--- src/hdl/lsu_pkg.sv ---
/*
 * core-side definitions for the load/store unit
 * access size encoding, data word union, data width
 */

`default_nettype none

package lsu_pkg;

  ////////////////////////////////////////////////////////////////////
  // core side
  ////////////////////////////////////////////////////////////////////

  localparam int XLEN  = 32;  // core data width
  localparam int OFF_W = 2;   // byte offset inside a word

  // access size, value 3 decodes as a byte
  typedef enum logic [1:0] {
    LSU_WORD = 2'd0,
    LSU_HALF = 2'd1,
    LSU_BYTE = 2'd2
  } lsu_type_e;

  ////////////////////////////////////////////////////////////////////
  // data word, little-endian lanes
  ////////////////////////////////////////////////////////////////////

  typedef union packed {
    logic [3:0][7:0]  b;  // b[0] is the lowest address
    logic [1:0][15:0] h;  // h[0] covers bytes 0 and 1
  } lsu_word_u;

endpackage

`default_nettype wire

--- src/hdl/wb_pkg.sv ---
/*
 * Wishbone bus widths and default memory size
 */

`default_nettype none

package wb_pkg;

  localparam int WB_SEL_W          = 4;    // one select per byte lane
  localparam int WB_ADR_LSB        = 2;    // lowest word address bit
  localparam int MEM_WORDS_DEFAULT = 256;  // power of two

endpackage

`default_nettype wire

--- src/hdl/lsu_ctrl.sv ---
/*
 * load/store controller: access FSM, misaligned split,
 * held access state and Wishbone classic master
 */

`timescale 1ns/100ps
`default_nettype none

module lsu_ctrl import lsu_pkg::*; import wb_pkg::*; #(
  parameter  int MEM_WORDS = MEM_WORDS_DEFAULT,
  localparam int ADR_W     = $clog2(MEM_WORDS) + 1  // top bit flags out of range
) (
  input  logic                clk_i,
  input  logic                rst_i,
  // core request
  input  logic                lsu_req_i,
  input  logic                lsu_we_i,
  input  logic [1:0]          lsu_type_i,
  input  logic [XLEN-1:0]     lsu_addr_i,
  input  logic                lsu_sign_ext_i,
  // bus response
  input  logic                wb_ack_i,
  input  logic                wb_err_i,
  input  lsu_word_u           wb_rdata_i,
  // from the alignment block
  input  logic                split_access_i,
  input  logic [WB_SEL_W-1:0] data_be_i,
  input  logic [XLEN-1:0]     data_wdata_i,
  // core status
  output logic                busy_o,
  output logic                lsu_resp_valid_o,
  output logic [XLEN-1:0]     addr_last_o,
  // Wishbone master
  output logic                wb_cyc_o,
  output logic                wb_stb_o,
  output logic                wb_we_o,
  output logic [ADR_W-1:0]    wb_adr_o,
  output logic [WB_SEL_W-1:0] wb_sel_o,
  output logic [XLEN-1:0]     wb_wdat_o,
  // held state to the alignment block
  output logic [23:0]         rdata_q_o,
  output logic [OFF_W-1:0]    rdata_offset_q_o,
  output logic [1:0]          data_type_q_o,
  output logic                data_sign_ext_q_o,
  output logic                data_we_q_o,
  output logic                split_second_q_o,
  output logic                err_q_o
);

  typedef enum logic [1:0] {
    ST_IDLE,
    ST_FIRST,   // first or only bus cycle
    ST_SECOND   // spill cycle of a split access
  } state_e;

  state_e                       state_q, state_d;
  logic                         split_q;
  logic                         split_second_q;
  logic                         err_q;
  logic                         we_q;
  logic [1:0]                   type_q;
  logic                         sign_q;
  logic [OFF_W-1:0]             off_q;
  logic [WB_SEL_W-1:0]          sel_q;
  logic [XLEN-1:0]              wdat_q;
  logic [XLEN-WB_ADR_LSB-1:0]   adr_word_q;  // full word address
  logic [XLEN-WB_ADR_LSB-1:0]   adr_next;
  logic [XLEN-1:0]              addr_last_q;
  lsu_word_u                    hold_q;      // first read word of a split load
  logic                         accept;
  logic                         first_done;
  logic                         go_second;
  logic                         resp;
  logic                         adr_over;

  ////////////////////////////////////////////////////////////////////
  // handshake and next state
  ////////////////////////////////////////////////////////////////////

  assign accept     = lsu_req_i & ~busy_o;
  assign first_done = (state_q == ST_FIRST) & (wb_err_i | (wb_ack_i & ~split_q));
  assign go_second  = (state_q == ST_FIRST) & wb_ack_i & split_q;
  assign resp       = first_done | ((state_q == ST_SECOND) & (wb_ack_i | wb_err_i));
  assign adr_next   = adr_word_q + 1'b1;

  assign busy_o           = (state_q != ST_IDLE) & ~resp;  // free in the response cycle
  assign lsu_resp_valid_o = resp;

  always_comb begin
    state_d = state_q;
    if (accept) begin
      state_d = ST_FIRST;      // back to back after a response
    end else if (go_second) begin
      state_d = ST_SECOND;
    end else if (resp) begin
      state_d = ST_IDLE;       // error on the first half lands here too
    end
  end

  always_ff @(posedge clk_i) begin
    if (rst_i) begin
      state_q        <= ST_IDLE;
      split_q        <= 1'b0;
      split_second_q <= 1'b0;
      err_q          <= 1'b0;
    end else begin
      state_q <= state_d;
      if (accept) begin
        split_q        <= split_access_i;
        split_second_q <= 1'b0;
        err_q          <= 1'b0;
      end else begin
        if (go_second) split_second_q <= 1'b1;
        if (wb_err_i && (state_q != ST_IDLE)) err_q <= 1'b1;
      end
    end
  end

  ////////////////////////////////////////////////////////////////////
  // request fields and per-half payload
  ////////////////////////////////////////////////////////////////////

  always_ff @(posedge clk_i) begin
    if (accept) begin
      we_q        <= lsu_we_i;
      type_q      <= lsu_type_i;
      sign_q      <= lsu_sign_ext_i;
      off_q       <= lsu_addr_i[OFF_W-1:0];
      adr_word_q  <= lsu_addr_i[XLEN-1:WB_ADR_LSB];
      addr_last_q <= lsu_addr_i;        // access address, first half
      sel_q       <= data_be_i;         // first half selects
      wdat_q      <= data_wdata_i;      // rotated, serves both halves
    end
    if (go_second) begin
      hold_q      <= wb_rdata_i;        // keep upper lanes for realignment
      sel_q       <= data_be_i;         // spill half selects
      adr_word_q  <= adr_next;
      addr_last_q <= {adr_next, {WB_ADR_LSB{1'b0}}};  // not touched on error
    end
  end

  ////////////////////////////////////////////////////////////////////
  // bus master
  ////////////////////////////////////////////////////////////////////

  // any word bit above the memory range forces the range flag
  assign adr_over = |adr_word_q[XLEN-WB_ADR_LSB-1:ADR_W-1];

  assign wb_cyc_o  = (state_q != ST_IDLE);
  assign wb_stb_o  = (state_q != ST_IDLE);   // held until ack or err
  assign wb_we_o   = we_q;
  assign wb_adr_o  = {adr_over, adr_word_q[ADR_W-2:0]};
  assign wb_sel_o  = sel_q;                  // selects of the current half
  assign wb_wdat_o = wdat_q;

  // held state out
  assign addr_last_o       = addr_last_q;
  assign rdata_q_o         = {hold_q.b[3], hold_q.b[2], hold_q.b[1]};
  assign rdata_offset_q_o  = off_q;
  assign data_type_q_o     = type_q;
  assign data_sign_ext_q_o = sign_q;
  assign data_we_q_o       = we_q;
  assign split_second_q_o  = split_second_q;
  assign err_q_o           = err_q;

endmodule

`default_nettype wire

--- config.mk ---
export PLATFORM = sky130hd
export DESIGN_NAME = lsu_ctrl
export DESIGN_NICKNAME = d
export VERILOG_FILES = /design/src/hdl/lsu_pkg.sv /design/src/hdl/wb_pkg.sv /design/src/hdl/lsu_ctrl.sv
export SDC_FILE = /design/constraint.sdc
export NUM_CORES = 1
export LEC_CHECK = 0
export BUFFER_PORTS_ARGS = -buffer_cell sky130_fd_sc_hd__clkbuf_2
export CORE_ASPECT_RATIO = 1.75
export CORE_UTILIZATION = 35
export DETAILED_ROUTE_END_ITERATION = 8
export PLACE_DENSITY = 0.63
export SYNTH_ARGS = -nofsm -noshare
export SYNTH_HDL_FRONTEND = slang
export SYNTH_SLANG_ARGS = --single-unit
export TNS_END_PERCENT = 20
--- constraint.sdc ---
create_clock -name clk_i -period 4.1 [get_ports clk_i]
set_input_delay 0.615 -clock clk_i [delete_from_list [all_inputs] [get_ports clk_i]]
set_output_delay 0.615 -clock clk_i [all_outputs]
set_load 0.02 [all_outputs]
==> reports/results.tsv <==
metric	value	unit
status	complete, but fails checks	
violations	DRC	
first_pass_iters	9	
layout-drive-gt1-share	0.4065	
cts_buffers	17	
num_io_pins	224	
ant_nets	0	
postSynthRegisterBits	133	
endpoint_kind	primary output	
hold_path.startpoint	data_wdata_i[22]	
cts_resized	0	
route.detailed.drc	36	
finalCritPeriodShare	0.6885	
hp-class	in -> reg	
grt_pass1_vias	4275	
dieWidth	97.84	um
grt_setup_unrepaired	no	
rows	61	
hpwl	9718	um
dieArea	16600	um^2
layout_commonest_cell	clkbuf_2	
reg2reg_from	adr_word_q[4]	
final_hold_viol_count	0	
grt_pass1_wl	21410	um
path_clk_slew	0.07	ns
coreArea	15800	um^2
cts_root_buffer	clkbuf_16	
cts_tree	built	
finalSetupViolations	0	
worst_pin_slew	0.7511	ns
slowest_stage	edfxtp_1	
syn_area	5625	um^2
yosysWarnings	0	
via_per_inst	5.139	
fin_util	0.4706	
maxCapViolCount	0	
peakVddDrop	239.1	uV
numPortBuffers	215	
postCtsSetupRepairBufs	0	
fmax	354.3	MHz
wire_per_inst	16.30	um
layout.nets	745	
finClkSkew	0.01246	ns
layout_common_cells	clkbuf_2, edfxtp_1, nand3_1	
slew_viol_final	0	
worstPathArrival	2.21	ns
synth-edff-count	126	
async_flop_share	0	
hold_buffers	0	
critical_path.max_fanout	10	
leakagePower	3.137	nW
critical_path_class	reg -> out	
setup.worst_path.start_class	flip-flop	
synth_cells	423	
fill_cells	1474	
dr_total_vias	4301	
htreeDepth	4	
start_util	0.3561	
synthDistinctLibCells	48	
setup-tns-final	0	ns
clock_latency	0.42	ns
cts.path.max_buffers	2	
grt_usage	0.1660	
crit_chain	nor4_1 > nand4_1 > or4_1 > clkbuf_2	
place_congestion	0.8048	
slew_headroom	0.4993	
power_density	472.2	nW/um^2
wl	13640	um
syn_nets	534	
crit_start	adr_word_q[8]	
slowest_delay	0.56	ns
area_delta_synth_final	32.16	%
drtIter0Drc	275	
die_h	169.7	um
antenna_found_initial	1	
worst_ep_required_time	3.48	ns
grt_overflow	0	
grt_max_degree	81	
yosysSeqAreaShare	0.6975	
clkSinkCount	133	
ys.flop_type	edfxtp_1	
period_minus_slack	2.823	ns
avgSynthCellArea	13.30	um^2
multiInputGateArea	1520	um^2
regArea	3924	um^2
power by group:
part	internal, mW	switching [mW]
clock	0.969	0.601
sequential	1.58	0.0479
combinational	0.112	0.200
registers in the layout (all words and copies together), names as in the netlist, 2 cells and up:
| name | cells |
|---|---|
| addr_last_o | 32 |
| adr_word_q | 30 |
| data_type_q_o | 2 |
| hold_q | 24 |
| rdata_offset_q_o | 2 |
| state_q | 2 |
| wb_sel_o | 4 |
| wb_wdat_o | 32 |
kinds of logic (layout without fill, tap and decap cells):
family,count (synthesis),count (layout),synth area share
simple gates,189,189,0.1819
fa+ha+maj,1,1,0.002224
other cells,0,1,0
compound gates,56,56,0.06851
flops,133,133,0.6975
buf+inv,34,258,0.03425
xor+xnor,10,10,0.01557
metrics by stage:
step | std cells | hold slack [ns] | cell area (um^2) | setup slack (ns) | power (mW)
2_1_floorplan | 423 | 0.4758 | 5625 | 0.9594 | 1.832
3_3_place_gp | 804 | 0.4472 | 6824 | 1.641 | 1.963
3_5_place_dp | 804 | 0.4509 | 6824 | 1.464 | 1.974
4_1_cts | 836 | 0.3512 | 7432 | 1.227 | 3.553
5_1_grt | 837 | 0.3423 | 7435 | 1.200 | 3.638
6_report | 837 | 0.3689 | 7435 | 1.277 | 3.511
Yosys cell counts (all sizes together) (2+ instances only):
library cell | n | area share
or4 | 10 | 0.014
nor2 | 12 | 0.0080
xor2 | 7 | 0.011
nor2b | 2 | 0.0022
and4 | 6 | 0.0096
buf | 19 | 0.024
xnor2 | 3 | 0.0047
nor4 | 5 | 0.0056
or4b | 6 | 0.011
a22oi | 2 | 0.0027
nor3 | 5 | 0.0044
edfxtp | 126 | 0.67
o2bb2ai | 5 | 0.0078
o21ai | 18 | 0.016
clkbuf | 11 | 0.0073
o22ai | 4 | 0.0044
and2 | 4 | 0.0044
nand3 | 60 | 0.053
inv | 3 | 0.0020
dfxtp | 7 | 0.025
a21oi | 5 | 0.0044
o311ai | 6 | 0.0093
o211ai | 8 | 0.011
nand2 | 58 | 0.039
and3 | 3 | 0.0033
nand4 | 13 | 0.020
final timing paths:
path	to	slack [ns]	cells past startpoint
setup reg to reg	addr_last_o[29]	1.88	4
setup / recovery	wb_adr_o[8]	1.28	4
hold / removal	wb_wdat_o[22]	0.37	1
hold reg to reg	addr_last_o[1]	0.46	2
routing by layer:
metal  share of wire  wire, um  vias up  global-route usage
li1                -         -     2066                   -
met3           0.057       780       19             0.03913
met2            0.56      7618      153              0.3016
met1            0.36      4959     2063              0.1802
met4           0.021       281        0             0.07839
met5               0         0        -                   0
worst max-delay path, delay by kind of cell, from the launching register on:
kind          cells  cell delay, ns
flops             1            0.56
simple gates      3            1.06
buf+inv           1            0.19
cell type report:
type                       instances  area share
clock buffer                      19     0.05823
antenna                            1   0.0003366
timing repair buffer             222      0.1518
sequential                       133      0.5278
clock inverter                    13     0.02356
multi-input combinational        256      0.2045
inverter                           4    0.002020
tap                              189     0.03181
No activity file was read; power rests on OpenSTA's default activity.
