===== src/hdl/lsu_pkg.sv =====
/*
 * core-side definitions for the load/store unit
 * access size encoding, data word union, data width
 */

`default_nettype none

package lsu_pkg;

  ////////////////////////////////////////////////////////////////////
  // core side
  ////////////////////////////////////////////////////////////////////

  localparam int XLEN  = 32;  // core data width
  localparam int OFF_W = 2;   // byte offset inside a word

  // access size, value 3 decodes as a byte
  typedef enum logic [1:0] {
    LSU_WORD = 2'd0,
    LSU_HALF = 2'd1,
    LSU_BYTE = 2'd2
  } lsu_type_e;

  ////////////////////////////////////////////////////////////////////
  // data word, little-endian lanes
  ////////////////////////////////////////////////////////////////////

  typedef union packed {
    logic [3:0][7:0]  b;  // b[0] is the lowest address
    logic [1:0][15:0] h;  // h[0] covers bytes 0 and 1
  } lsu_word_u;

endpackage

`default_nettype wire


===== src/hdl/wb_pkg.sv =====
/*
 * Wishbone bus widths and default memory size
 */

`default_nettype none

package wb_pkg;

  localparam int WB_SEL_W          = 4;    // one select per byte lane
  localparam int WB_ADR_LSB        = 2;    // lowest word address bit
  localparam int MEM_WORDS_DEFAULT = 256;  // power of two

endpackage

`default_nettype wire


===== src/hdl/lsu_align.sv =====
/*
 * load/store alignment: byte selects, write data rotation,
 * read realignment with sign/zero extension, error qualification
 */

`timescale 1ns/100ps
`default_nettype none

module lsu_align import lsu_pkg::*; import wb_pkg::*; (
  // request side, live at acceptance
  input  logic [1:0]          lsu_type_i,
  input  logic [OFF_W-1:0]    lsu_addr_lo_i,
  input  logic [XLEN-1:0]     lsu_wdata_i,
  // bus response
  input  lsu_word_u           wb_rdata_i,
  input  logic                wb_ack_i,
  input  logic                wb_err_i,
  // held access state from the controller
  input  logic [23:0]         rdata_q_i,         // bytes 3..1 of the first word
  input  logic [OFF_W-1:0]    rdata_offset_q_i,
  input  logic [1:0]          data_type_q_i,
  input  logic                data_sign_ext_q_i,
  input  logic                data_we_q_i,
  input  logic                split_second_q_i,
  input  logic                err_q_i,
  // outputs
  output logic [WB_SEL_W-1:0] data_be_o,
  output logic [XLEN-1:0]     data_wdata_o,
  output logic                split_access_o,
  output logic [XLEN-1:0]     lsu_rdata_o,
  output logic                lsu_rdata_valid_o,
  output logic                load_err_o,
  output logic                store_err_o
);

  logic [2*WB_SEL_W-1:0] be_first;   // selects over two words, live request
  logic [2*WB_SEL_W-1:0] be_held;    // same for the held access
  logic                  split_held;
  logic                  spill_next; // first half of a split just acked
  logic                  final_half; // ack on this cycle ends the access
  logic                  resp;
  logic                  any_err;
  logic [XLEN-1:0]       rdata_w;
  logic [15:0]           half_raw;
  logic [7:0]            byte_raw;

  // selects of an access spread across two adjacent words
  function automatic logic [2*WB_SEL_W-1:0] be_span(logic [1:0] typ, logic [OFF_W-1:0] off);
    logic [2*WB_SEL_W-1:0] base;
    case (typ)
      LSU_WORD: base = 8'h0f;
      LSU_HALF: base = 8'h03;
      default:  base = 8'h01;  // byte, and the unused code 3
    endcase
    return base << off;
  endfunction

  // word not aligned, or half word crossing into the next word
  function automatic logic needs_split(logic [1:0] typ, logic [OFF_W-1:0] off);
    return ((typ == LSU_WORD) && (off != 2'd0)) ||
           ((typ == LSU_HALF) && (off == 2'd3));
  endfunction

  ////////////////////////////////////////////////////////////////////
  // write side
  ////////////////////////////////////////////////////////////////////

  assign be_first       = be_span(lsu_type_i, lsu_addr_lo_i);
  assign be_held        = be_span(data_type_q_i, rdata_offset_q_i);
  assign split_access_o = needs_split(lsu_type_i, lsu_addr_lo_i);

  // controller takes the spill selects at the first ack of a split
  assign spill_next = wb_ack_i & split_held & ~split_second_q_i;

  // spill half uses the upper nibble, moved down to the low lanes
  assign data_be_o = spill_next ? be_held[2*WB_SEL_W-1:WB_SEL_W]
                                : be_first[WB_SEL_W-1:0];

  // rotate left by offset; bytes past lane 3 wrap to the spill lanes
  always_comb begin
    case (lsu_addr_lo_i)
      2'd0:    data_wdata_o = lsu_wdata_i;
      2'd1:    data_wdata_o = {lsu_wdata_i[23:0], lsu_wdata_i[31:24]};
      2'd2:    data_wdata_o = {lsu_wdata_i[15:0], lsu_wdata_i[31:16]};
      default: data_wdata_o = {lsu_wdata_i[7:0],  lsu_wdata_i[31:8]};
    endcase
  end

  ////////////////////////////////////////////////////////////////////
  // read side
  ////////////////////////////////////////////////////////////////////

  // word: new low bytes on top of the held upper bytes
  always_comb begin
    case (rdata_offset_q_i)
      2'd0:    rdata_w = wb_rdata_i;
      2'd1:    rdata_w = {wb_rdata_i.b[0], rdata_q_i};
      2'd2:    rdata_w = {wb_rdata_i.h[0], rdata_q_i[23:8]};
      default: rdata_w = {wb_rdata_i.b[2], wb_rdata_i.b[1], wb_rdata_i.b[0],
                          rdata_q_i[23:16]};
    endcase
  end

  // half word lanes, offset 3 borrows the held top byte
  always_comb begin
    case (rdata_offset_q_i)
      2'd0:    half_raw = wb_rdata_i.h[0];
      2'd1:    half_raw = {wb_rdata_i.b[2], wb_rdata_i.b[1]};
      2'd2:    half_raw = wb_rdata_i.h[1];
      default: half_raw = {wb_rdata_i.b[0], rdata_q_i[23:16]};
    endcase
  end

  assign byte_raw = wb_rdata_i.b[rdata_offset_q_i];  // a byte never splits

  // size select and extension
  always_comb begin
    case (data_type_q_i)
      LSU_WORD: lsu_rdata_o = rdata_w;
      LSU_HALF: lsu_rdata_o = data_sign_ext_q_i ? {{16{half_raw[15]}}, half_raw}
                                                : {16'h0000, half_raw};
      default:  lsu_rdata_o = data_sign_ext_q_i ? {{24{byte_raw[7]}}, byte_raw}
                                                : {24'h00_0000, byte_raw};
    endcase
  end

  ////////////////////////////////////////////////////////////////////
  // response qualification
  ////////////////////////////////////////////////////////////////////

  assign split_held = needs_split(data_type_q_i, rdata_offset_q_i);
  assign final_half = ~split_held | split_second_q_i;
  assign resp       = (wb_ack_i & final_half) | wb_err_i;  // err always ends it
  assign any_err    = wb_err_i | err_q_i;

  assign lsu_rdata_valid_o = wb_ack_i & final_half & ~any_err & ~data_we_q_i;
  assign load_err_o        = any_err & resp & ~data_we_q_i;
  assign store_err_o       = any_err & resp &  data_we_q_i;

endmodule

`default_nettype wire


===== config.mk =====
export PLATFORM = sky130hd
export DESIGN_NAME = lsu_align
export DESIGN_NICKNAME = d
export VERILOG_FILES = /design/src/hdl/lsu_pkg.sv /design/src/hdl/wb_pkg.sv /design/src/hdl/lsu_align.sv
export SDC_FILE = /design/constraint.sdc
export NUM_CORES = 1
export LEC_CHECK = 0
export ABC_AREA = 1
export ABC_CLOCK_PERIOD_IN_PS = 1660
export BUFFER_PORTS_ARGS = -buffer_cell sky130_fd_sc_hd__buf_2
export CAP_MARGIN = 20
export CELL_PAD_IN_SITES_DETAIL_PLACEMENT = 1
export CELL_PAD_IN_SITES_GLOBAL_PLACEMENT = 1
export CORE_UTILIZATION = 30
export DETAILED_ROUTE_END_ITERATION = 10
export PLACE_DENSITY_LB_ADDON = 0.1
export SYNTH_ARGS = -nofsm -noshare
export SYNTH_HDL_FRONTEND = slang
export SYNTH_SLANG_ARGS = --single-unit
export TNS_END_PERCENT = 100

===== constraint.sdc =====
create_clock -name vclk -period 1.66
set_input_delay 0.249 -clock vclk [all_inputs]
set_output_delay 0.249 -clock vclk [all_outputs]
set_load 0.1 [all_outputs]

==> metrics.yaml, run 1 <==
outcome: "aborted with a tool error"
die_h_um: 100.2
io_pins: 174
synth_mux_area_share_pct: 0
netlist_instances: 607
synth_top_area_share_pct: 25.55
grt_max_degree: 29
globalplace.congestion: 0.9144
hold_buffers: 0
yosys_warnings: 0
yosys.cell_count.top_type: "nand2_1"
synth_fp_nets: 709
synth_common_cells: "nand2_1, nand3_1, inv_1"
yosys.area_share.simple_pct: 58.97
synthXorXnorAreaFrac_pct: 0
postGrtWorstEndpoint: "lsu_rdata_o[31]"
syn_avg_cell_area_um2: 4.768
placed_area_um2: 6060
grt_overflow_total: 202
synth_top_area_cell: "nand2_1"
synth_top_family_by_area: "simple AND/OR/NAND/NOR gates"
num_rows: 35
portBuffers: 174
synth_cell_types: 31
start_util_pct: 31.17
stop_stage: "global routing"
yosysSeqAreaShare_pct: 0
pre_cts_slack_ns: -0.2297
syn-cell-area_um2: 2894
synth_fa_ha_area_share_pct: 0
synth_compound_area_share_pct: 24.77
die_w_um: 100.2
synthTopCellsByArea: "nand2_1, nand3_1, a21oi_1"
error_line: "[ERROR GRT-0232] Routing congestion too high. Check the congestion heatmap in the GUI."
dpl.hpwl_um: 15980
grt_usage_pct: 78.38
worst-ep-kind: "primary output"
-- layer usage --
metal | overflow | GRT usage [%]
met1 | 1 | 75.88
met2 | 115 | 101.7
met3 | 7 | 49.51
met4 | 77 | 98.10
met5 | 2 | 4.103
-- cells by family after synthesis --
kind of cell           after synthesis
AND/OR/NAND/NOR                    380
AO/OA/AOI/OAI                      127
buffers and inverters              100
-- per-stage QoR --
stage | TNS (ns) | std cells
floorplan | -7.622 | 607
global placement | -2.611 | 932
detailed placement | -6.282 | 932
CTS | -0.2224 | 944
-- timing repair --
item                       in CTS
cloned                          1
pin swaps                      16
gates resized for setup        46
buffers inserted               11
setup endpoints to repair      43
==> inputs of run 2 (changes only) <==
CELL_PAD_IN_SITES_DETAIL_PLACEMENT = default   (was 1)
CELL_PAD_IN_SITES_GLOBAL_PLACEMENT = default   (was 1)
PLACE_DENSITY_LB_ADDON = 0.15   (was 0.1)
==> run 2 against run 1 <==
Synthesized cell count unchanged. The flow now finishes without violations. Area after synthesis is the same.
==> metrics.yaml, run 2 <==
io_pins: 174
setup_viol_count_final: 0
worstPathRequired_ns: 1.41
grt_pass1_wl_um: 22780
hold_viol_final: 0
dpl.hpwl_um: 11470
synthTopCellsByArea: "nand2_1, nand3_1, a21oi_1"
vias: 5066
drc_errors: 0
design_area_um2: 6334
fin_cells: 927
cap_viol_max_count: 0
drt_wl_total_um: 14850
drt-initial-drc-count: 315
p_leak_nw: 3.024
synth_top_area_share_pct: 25.55
synth_fp_nets: 709
insertedDiodeCount: 0
crit_path_start: "rdata_offset_q_i[0]"
yosysSeqAreaShare_pct: 0
die_w_um: 100.2
crit_end: "lsu_rdata_o[2]"
grt_overflow_total: 0
antenna_found_initial: 0
clock.fmax_mhz: 608.2
syn_avg_cell_area_um2: 4.768
power_density_nw_per_um2: 567.3
design.seq.count: 0
startpoint_type: "input pin"
core-area_um2: 9284
area_growth_pct: 118.8
netlist_instances: 607
yosys_warnings: 0
layout_commonest_cell: "nand2_1"
hp-class: "in -> out"
hp-start: "data_we_q_i"
worstSetupEndpointType: "primary output"
placed_area_um2: 5939
outcome: "finished, final reports clean"
ant_nets: 0
period_share_pct: 99.04
vdd_drop_max_uv: 373.0
drive_gt1_share_pct: 44.61
grt_usage_pct: 27.60
synth_common_cells: "nand2_1, nand3_1, inv_1"
drv_slew: 0
layout_common_cells: "nand2_1, buf_2, buf_12"
critPathKind: "in -> out"
start_util_pct: 31.17
num_rows: 35
vias_per_cell: 5.465
clock_buffers: 0
rsz0062_at_grt: "true"
placed_cells: 918
dr.pass1.iters: 5
synth_top_area_cell: "nand2_1"
die_area_um2: 10040
seqCellArea_um2: 0
portBuffers: 174
timing.slew.headroom_pct: 77.58
globalplace.congestion: 0.9079
yosys.cell_count.top_type: "nand2_1"
syn-cell-area_um2: 2894
grt_pass1_vias: 4638
period_needed_ns: 1.644
grt_max_degree: 35
die_h_um: 100.2
crit_path_max_fanout: 17
nets: 902
synth_cell_types: 31
wire_per_inst_um: 16.02
arrival_ns: 1.40
worst_pin_slew_ns: 0.3360
[run 2: timing repair]
action,4_1_cts,5_1_grt
cloned,1,4
gates resized for setup,20,53
hold buffers,0,0
pin swaps,4,8
setup buffers,4,0
endpoints found under the setup margin,38,57
[run 2: per-layer routing]
layer / share of wire, % / track usage [%]
met3: 8.3 / 1.602
met2: 52 / 51.95
met4: 1.8 / 7.358
met5: 0 / 0
met1: 38 / 33.74
[run 2: cell families after synthesis]
logic type,share of synthesized area (%)
AND/OR/NAND/NOR,58.97
AO/OA/AOI/OAI,24.77
buffers and inverters,16.26
[run 2: report_power, final]
part           total, W  internal, W  switching, W
Sequential            0            0             0
Combinational   0.00359      0.00128       0.00231
Clock                 0            0             0
[run 2: cell type report]
cell class         instances  area (um2)
fillers                  796        2950
inverters                 56       231.5
multi-input cells        507        3229
well taps                129       161.4
repair buffers           234        2706
repair inverters           1       5.005
[run 2: worst max-delay path: stages]
cell	delay [ns]
buf_12	0.13
nor2_4	0.18
buf_4	0.26
a21oi_1	0.12
nand3_1	0.09
nand3_1	0.11
nand3_4	0.09
buf_12	0.17
[run 2: stage by stage]
stage                     utilization (%)  power, W    TNS (ns)  hold WS [ns]  worst slack [ns]
after detailed placement            63.98  0.003463      -3.366        0.8159           -0.1338
after global routing                68.22  0.003731     -0.7078        0.8237          -0.06039
final                               68.22  0.003593           0        0.8182           0.01587
after floorplan                         -  0.002172      -7.622        0.5918           -0.5021
after global placement              63.98  0.003436      -2.419        0.8125           -0.1147
after CTS                           65.43  0.003508  -0.0008673        0.8183        -0.0005665
[run 2: worst min path at each step]
stage | cells after the start | to
6_report | 3 | load_err_o
5_1_grt | 3 | load_err_o
4_1_cts | 3 | load_err_o
3_5_place_dp | 3 | load_err_o
3_3_place_gp | 3 | load_err_o
2_1_floorplan | 1 | load_err_o
(Power assumes the default switching activity.)
==> inputs of run 3 (changes only) <==
BUFFER_PORTS_ARGS = -buffer_cell sky130_fd_sc_hd__clkbuf_2   (was -buffer_cell sky130_fd_sc_hd__buf_2)
GPL_ROUTABILITY_DRIVEN = 0   (was default)
==> run 3 against run 2 <==
Critical endpoint is now lsu_rdata_o[17]. Combinational power about the same. Power about the same. Non-clock buffer count increased by 6. Core utilization increased by 0.43 points. Count of clock-buffer cells in the layout unchanged. Worst setup slack got worse by 0.0037 ns. Flip-flop and latch count unchanged.
==> metrics.yaml, run 3 (synthesized netlist as in run 2, its figures left out) <==
outcome: "finished, final reports clean"
arrival_ns: 1.40
nets: 908
design.seq.count: 0
grt_usage_pct: 27.03
die_h_um: 100.2
period_share_pct: 99.27
period_needed_ns: 1.648
n_fill_cell: 801
worst_pin_slew_ns: 0.3991
vdd_drop_max_uv: 352.0
grt_pass1_wl_um: 22660
drc_errors: 0
critPathKind: "in -> out"
startpoint_type: "input pin"
use_met3_pct: 2.368
worstSetupEndpointType: "primary output"
ant_nets: 0
rsz0062_at_grt: "true"
setup_ws_ns: 0.01213
setup_viol_count_final: 0
drv_slew: 0
hold_viol_final: 0
grt_use_met2_pct: 50.90
hold_buffers: 0
whs_path_depth: 3
io_pins: 174
placed_area_um2: 6045
vias: 5169
crit_buf_inv: 5
clock_buffers: 0
layout_commonest_cell: "nand2_1"
grt_max_degree: 32
min_to: "load_err_o"
critPathTopFamily: "buffers and inverters"
clock.fmax_mhz: 606.8
fin_cells: 933
busiest_layer: "met2"
drive_gt1_share_pct: 45.52
insertedDiodeCount: 0
portBuffers: 174
crit_path_max_fanout: 8
core-area_um2: 9284
hp-class: "in -> out"
seqCellArea_um2: 0
crit_path_start: "rdata_offset_q_i[1]"
power_density_nw_per_um2: 563.8
start_util_pct: 31.17
max_stage_delay_ns: 0.18
grt_pass1_vias: 4867
die_w_um: 100.2
area_growth_pct: 120.2
design_area_um2: 6374
worstPathRequired_ns: 1.41
whs_ns: 0.8306
pre_cts_slack_ns: -0.1415
num_rows: 35
timing.slew.headroom_pct: 73.37
drt-initial-drc-count: 311
hp-start: "data_we_q_i"
placed_cells: 927
worstPathCellList: "clkbuf_16 > buf_8 > inv_8 > nor2_8 > nand2_2 > nand3_4 > nand3_4 > buf_12 > nand3_4 > buf_12"
drt_wl_total_um: 14490
antenna_found_initial: 0
die_area_um2: 10040
met1_usage_pct: 32.23
p_leak_nw: 3.093
grt_overflow_total: 0
wire_per_inst_um: 15.53
cp_common_cell: "nand3_4"
crit_slowest_cell: "buf_12"
vias_per_cell: 5.540
layout_common_cells: "nand2_1, clkbuf_2, buf_12"
cap_viol_max_count: 0
dr.pass1.iters: 6
dpl.hpwl_um: 11140
[run 3: worst max-delay path by stage]
stage                       endpoint  slack (ns)  cells after the start
floorplan           data_wdata_o[12]       -0.50                      3
global placement     lsu_rdata_o[22]       -0.10                     10
detailed placement   lsu_rdata_o[21]       -0.14                      9
CTS                   lsu_rdata_o[2]      -0.003                      8
global route         lsu_rdata_o[17]       -0.05                     10
finish               lsu_rdata_o[17]        0.01                     10
[run 3: cell type report]
class	instances	area, um2	area share (%)
Tap cell	129	161.4	2.532
Inverter	56	232.7	3.651
Timing Repair inverter	1	5.005	0.07852
Timing Repair Buffer	240	2769	43.44
Multi-Input combinational cell	507	3206	50.29
[run 3: layer usage]
metal / routed length [um] / vias up
met5: 0 / -
met4: 464 / 0
met3: 1258 / 46
met2: 7346 / 360
met1: 5416 / 2314
li1: - / 2449
[run 3: metrics by stage]
stage               power [W]  util (%)   TNS [ns]
finish               0.003594     68.65          0
global route         0.003730     68.65    -0.8674
CTS                  0.003506     65.88  -0.002697
detailed placement   0.003479     65.11     -3.020
global placement     0.003446     65.11     -2.074
floorplan            0.002172         -     -7.622
[run 3: power breakdown]
part / switching (W) / leakage, nW / internal, W / total, W
Combinational: 0.00230 / 3.09 / 0.00129 / 0.00359
Sequential: 0 / 0 / 0 / 0
Clock: 0 / 0 / 0 / 0
[run 3: what timing repair did]
action | CTS | global route
hold endpoints to repair | 0 | 0
endpoints found under the setup margin | 40 | 55
setup buffers | 0 | 2
resized for setup | 16 | 52
cloned | 1 | 3
pin swaps | 7 | 14
==> inputs of run 4 (changes only) <==
CORE_MARGIN = 2   (was default)
CORE_UTILIZATION = 50   (was 30)
==> run 4 against run 3 <==
The run now fails in detailed placement. Synthesized cell count did not move. Area after synthesis did not move.
==> metrics.yaml, run 4 <==
io_pins: 174
num_rows: 27
stop_stage: "detailed placement"
netlist_instances: 607
die_h_um: 80.08
syn_avg_cell_area_um2: 4.768
yosysSeqAreaShare_pct: 0
syn-cell-area_um2: 2894
yosys_warnings: 0
outcome: "aborted with a tool error"
synth_cell_types: 31
synthTopCellsByArea: "nand2_1, nand3_1, a21oi_1"
synth_top_area_cell: "nand2_1"
synth_fp_nets: 709
portBuffers: 174
error_line: "[ERROR DPL-0038] Utilization greater than 100%, impossible to legalize"
die_w_um: 80.08
start_util_pct: 52.24
synth_top_area_share_pct: 25.55
synth_common_cells: "nand2_1, nand3_1, inv_1"
yosys.cell_count.top_type: "nand2_1"
## run 4: cell counts after synthesis
No cell type changed its count.
## run 4: cells by family after synthesis
| family | count (synthesis) | synth area share [%] |
|---|---|---|
| AND/OR/NAND/NOR | 380 | 58.97 |
| buffers and inverters | 100 | 16.26 |
| AO/OA/AOI/OAI | 127 | 24.77 |
## run 4: through the flow
| stage | setup slack [ns] | setup TNS [ns] | hold slack (ns) | std cells | area [um2] |
|---|---|---|---|---|---|
| 2_1_floorplan | -0.5021 | -7.622 | 0.5918 | 607 | 3565 |
| 3_3_place_gp | -0.09163 | -2.234 | 0.8225 | 864 | 5866 |
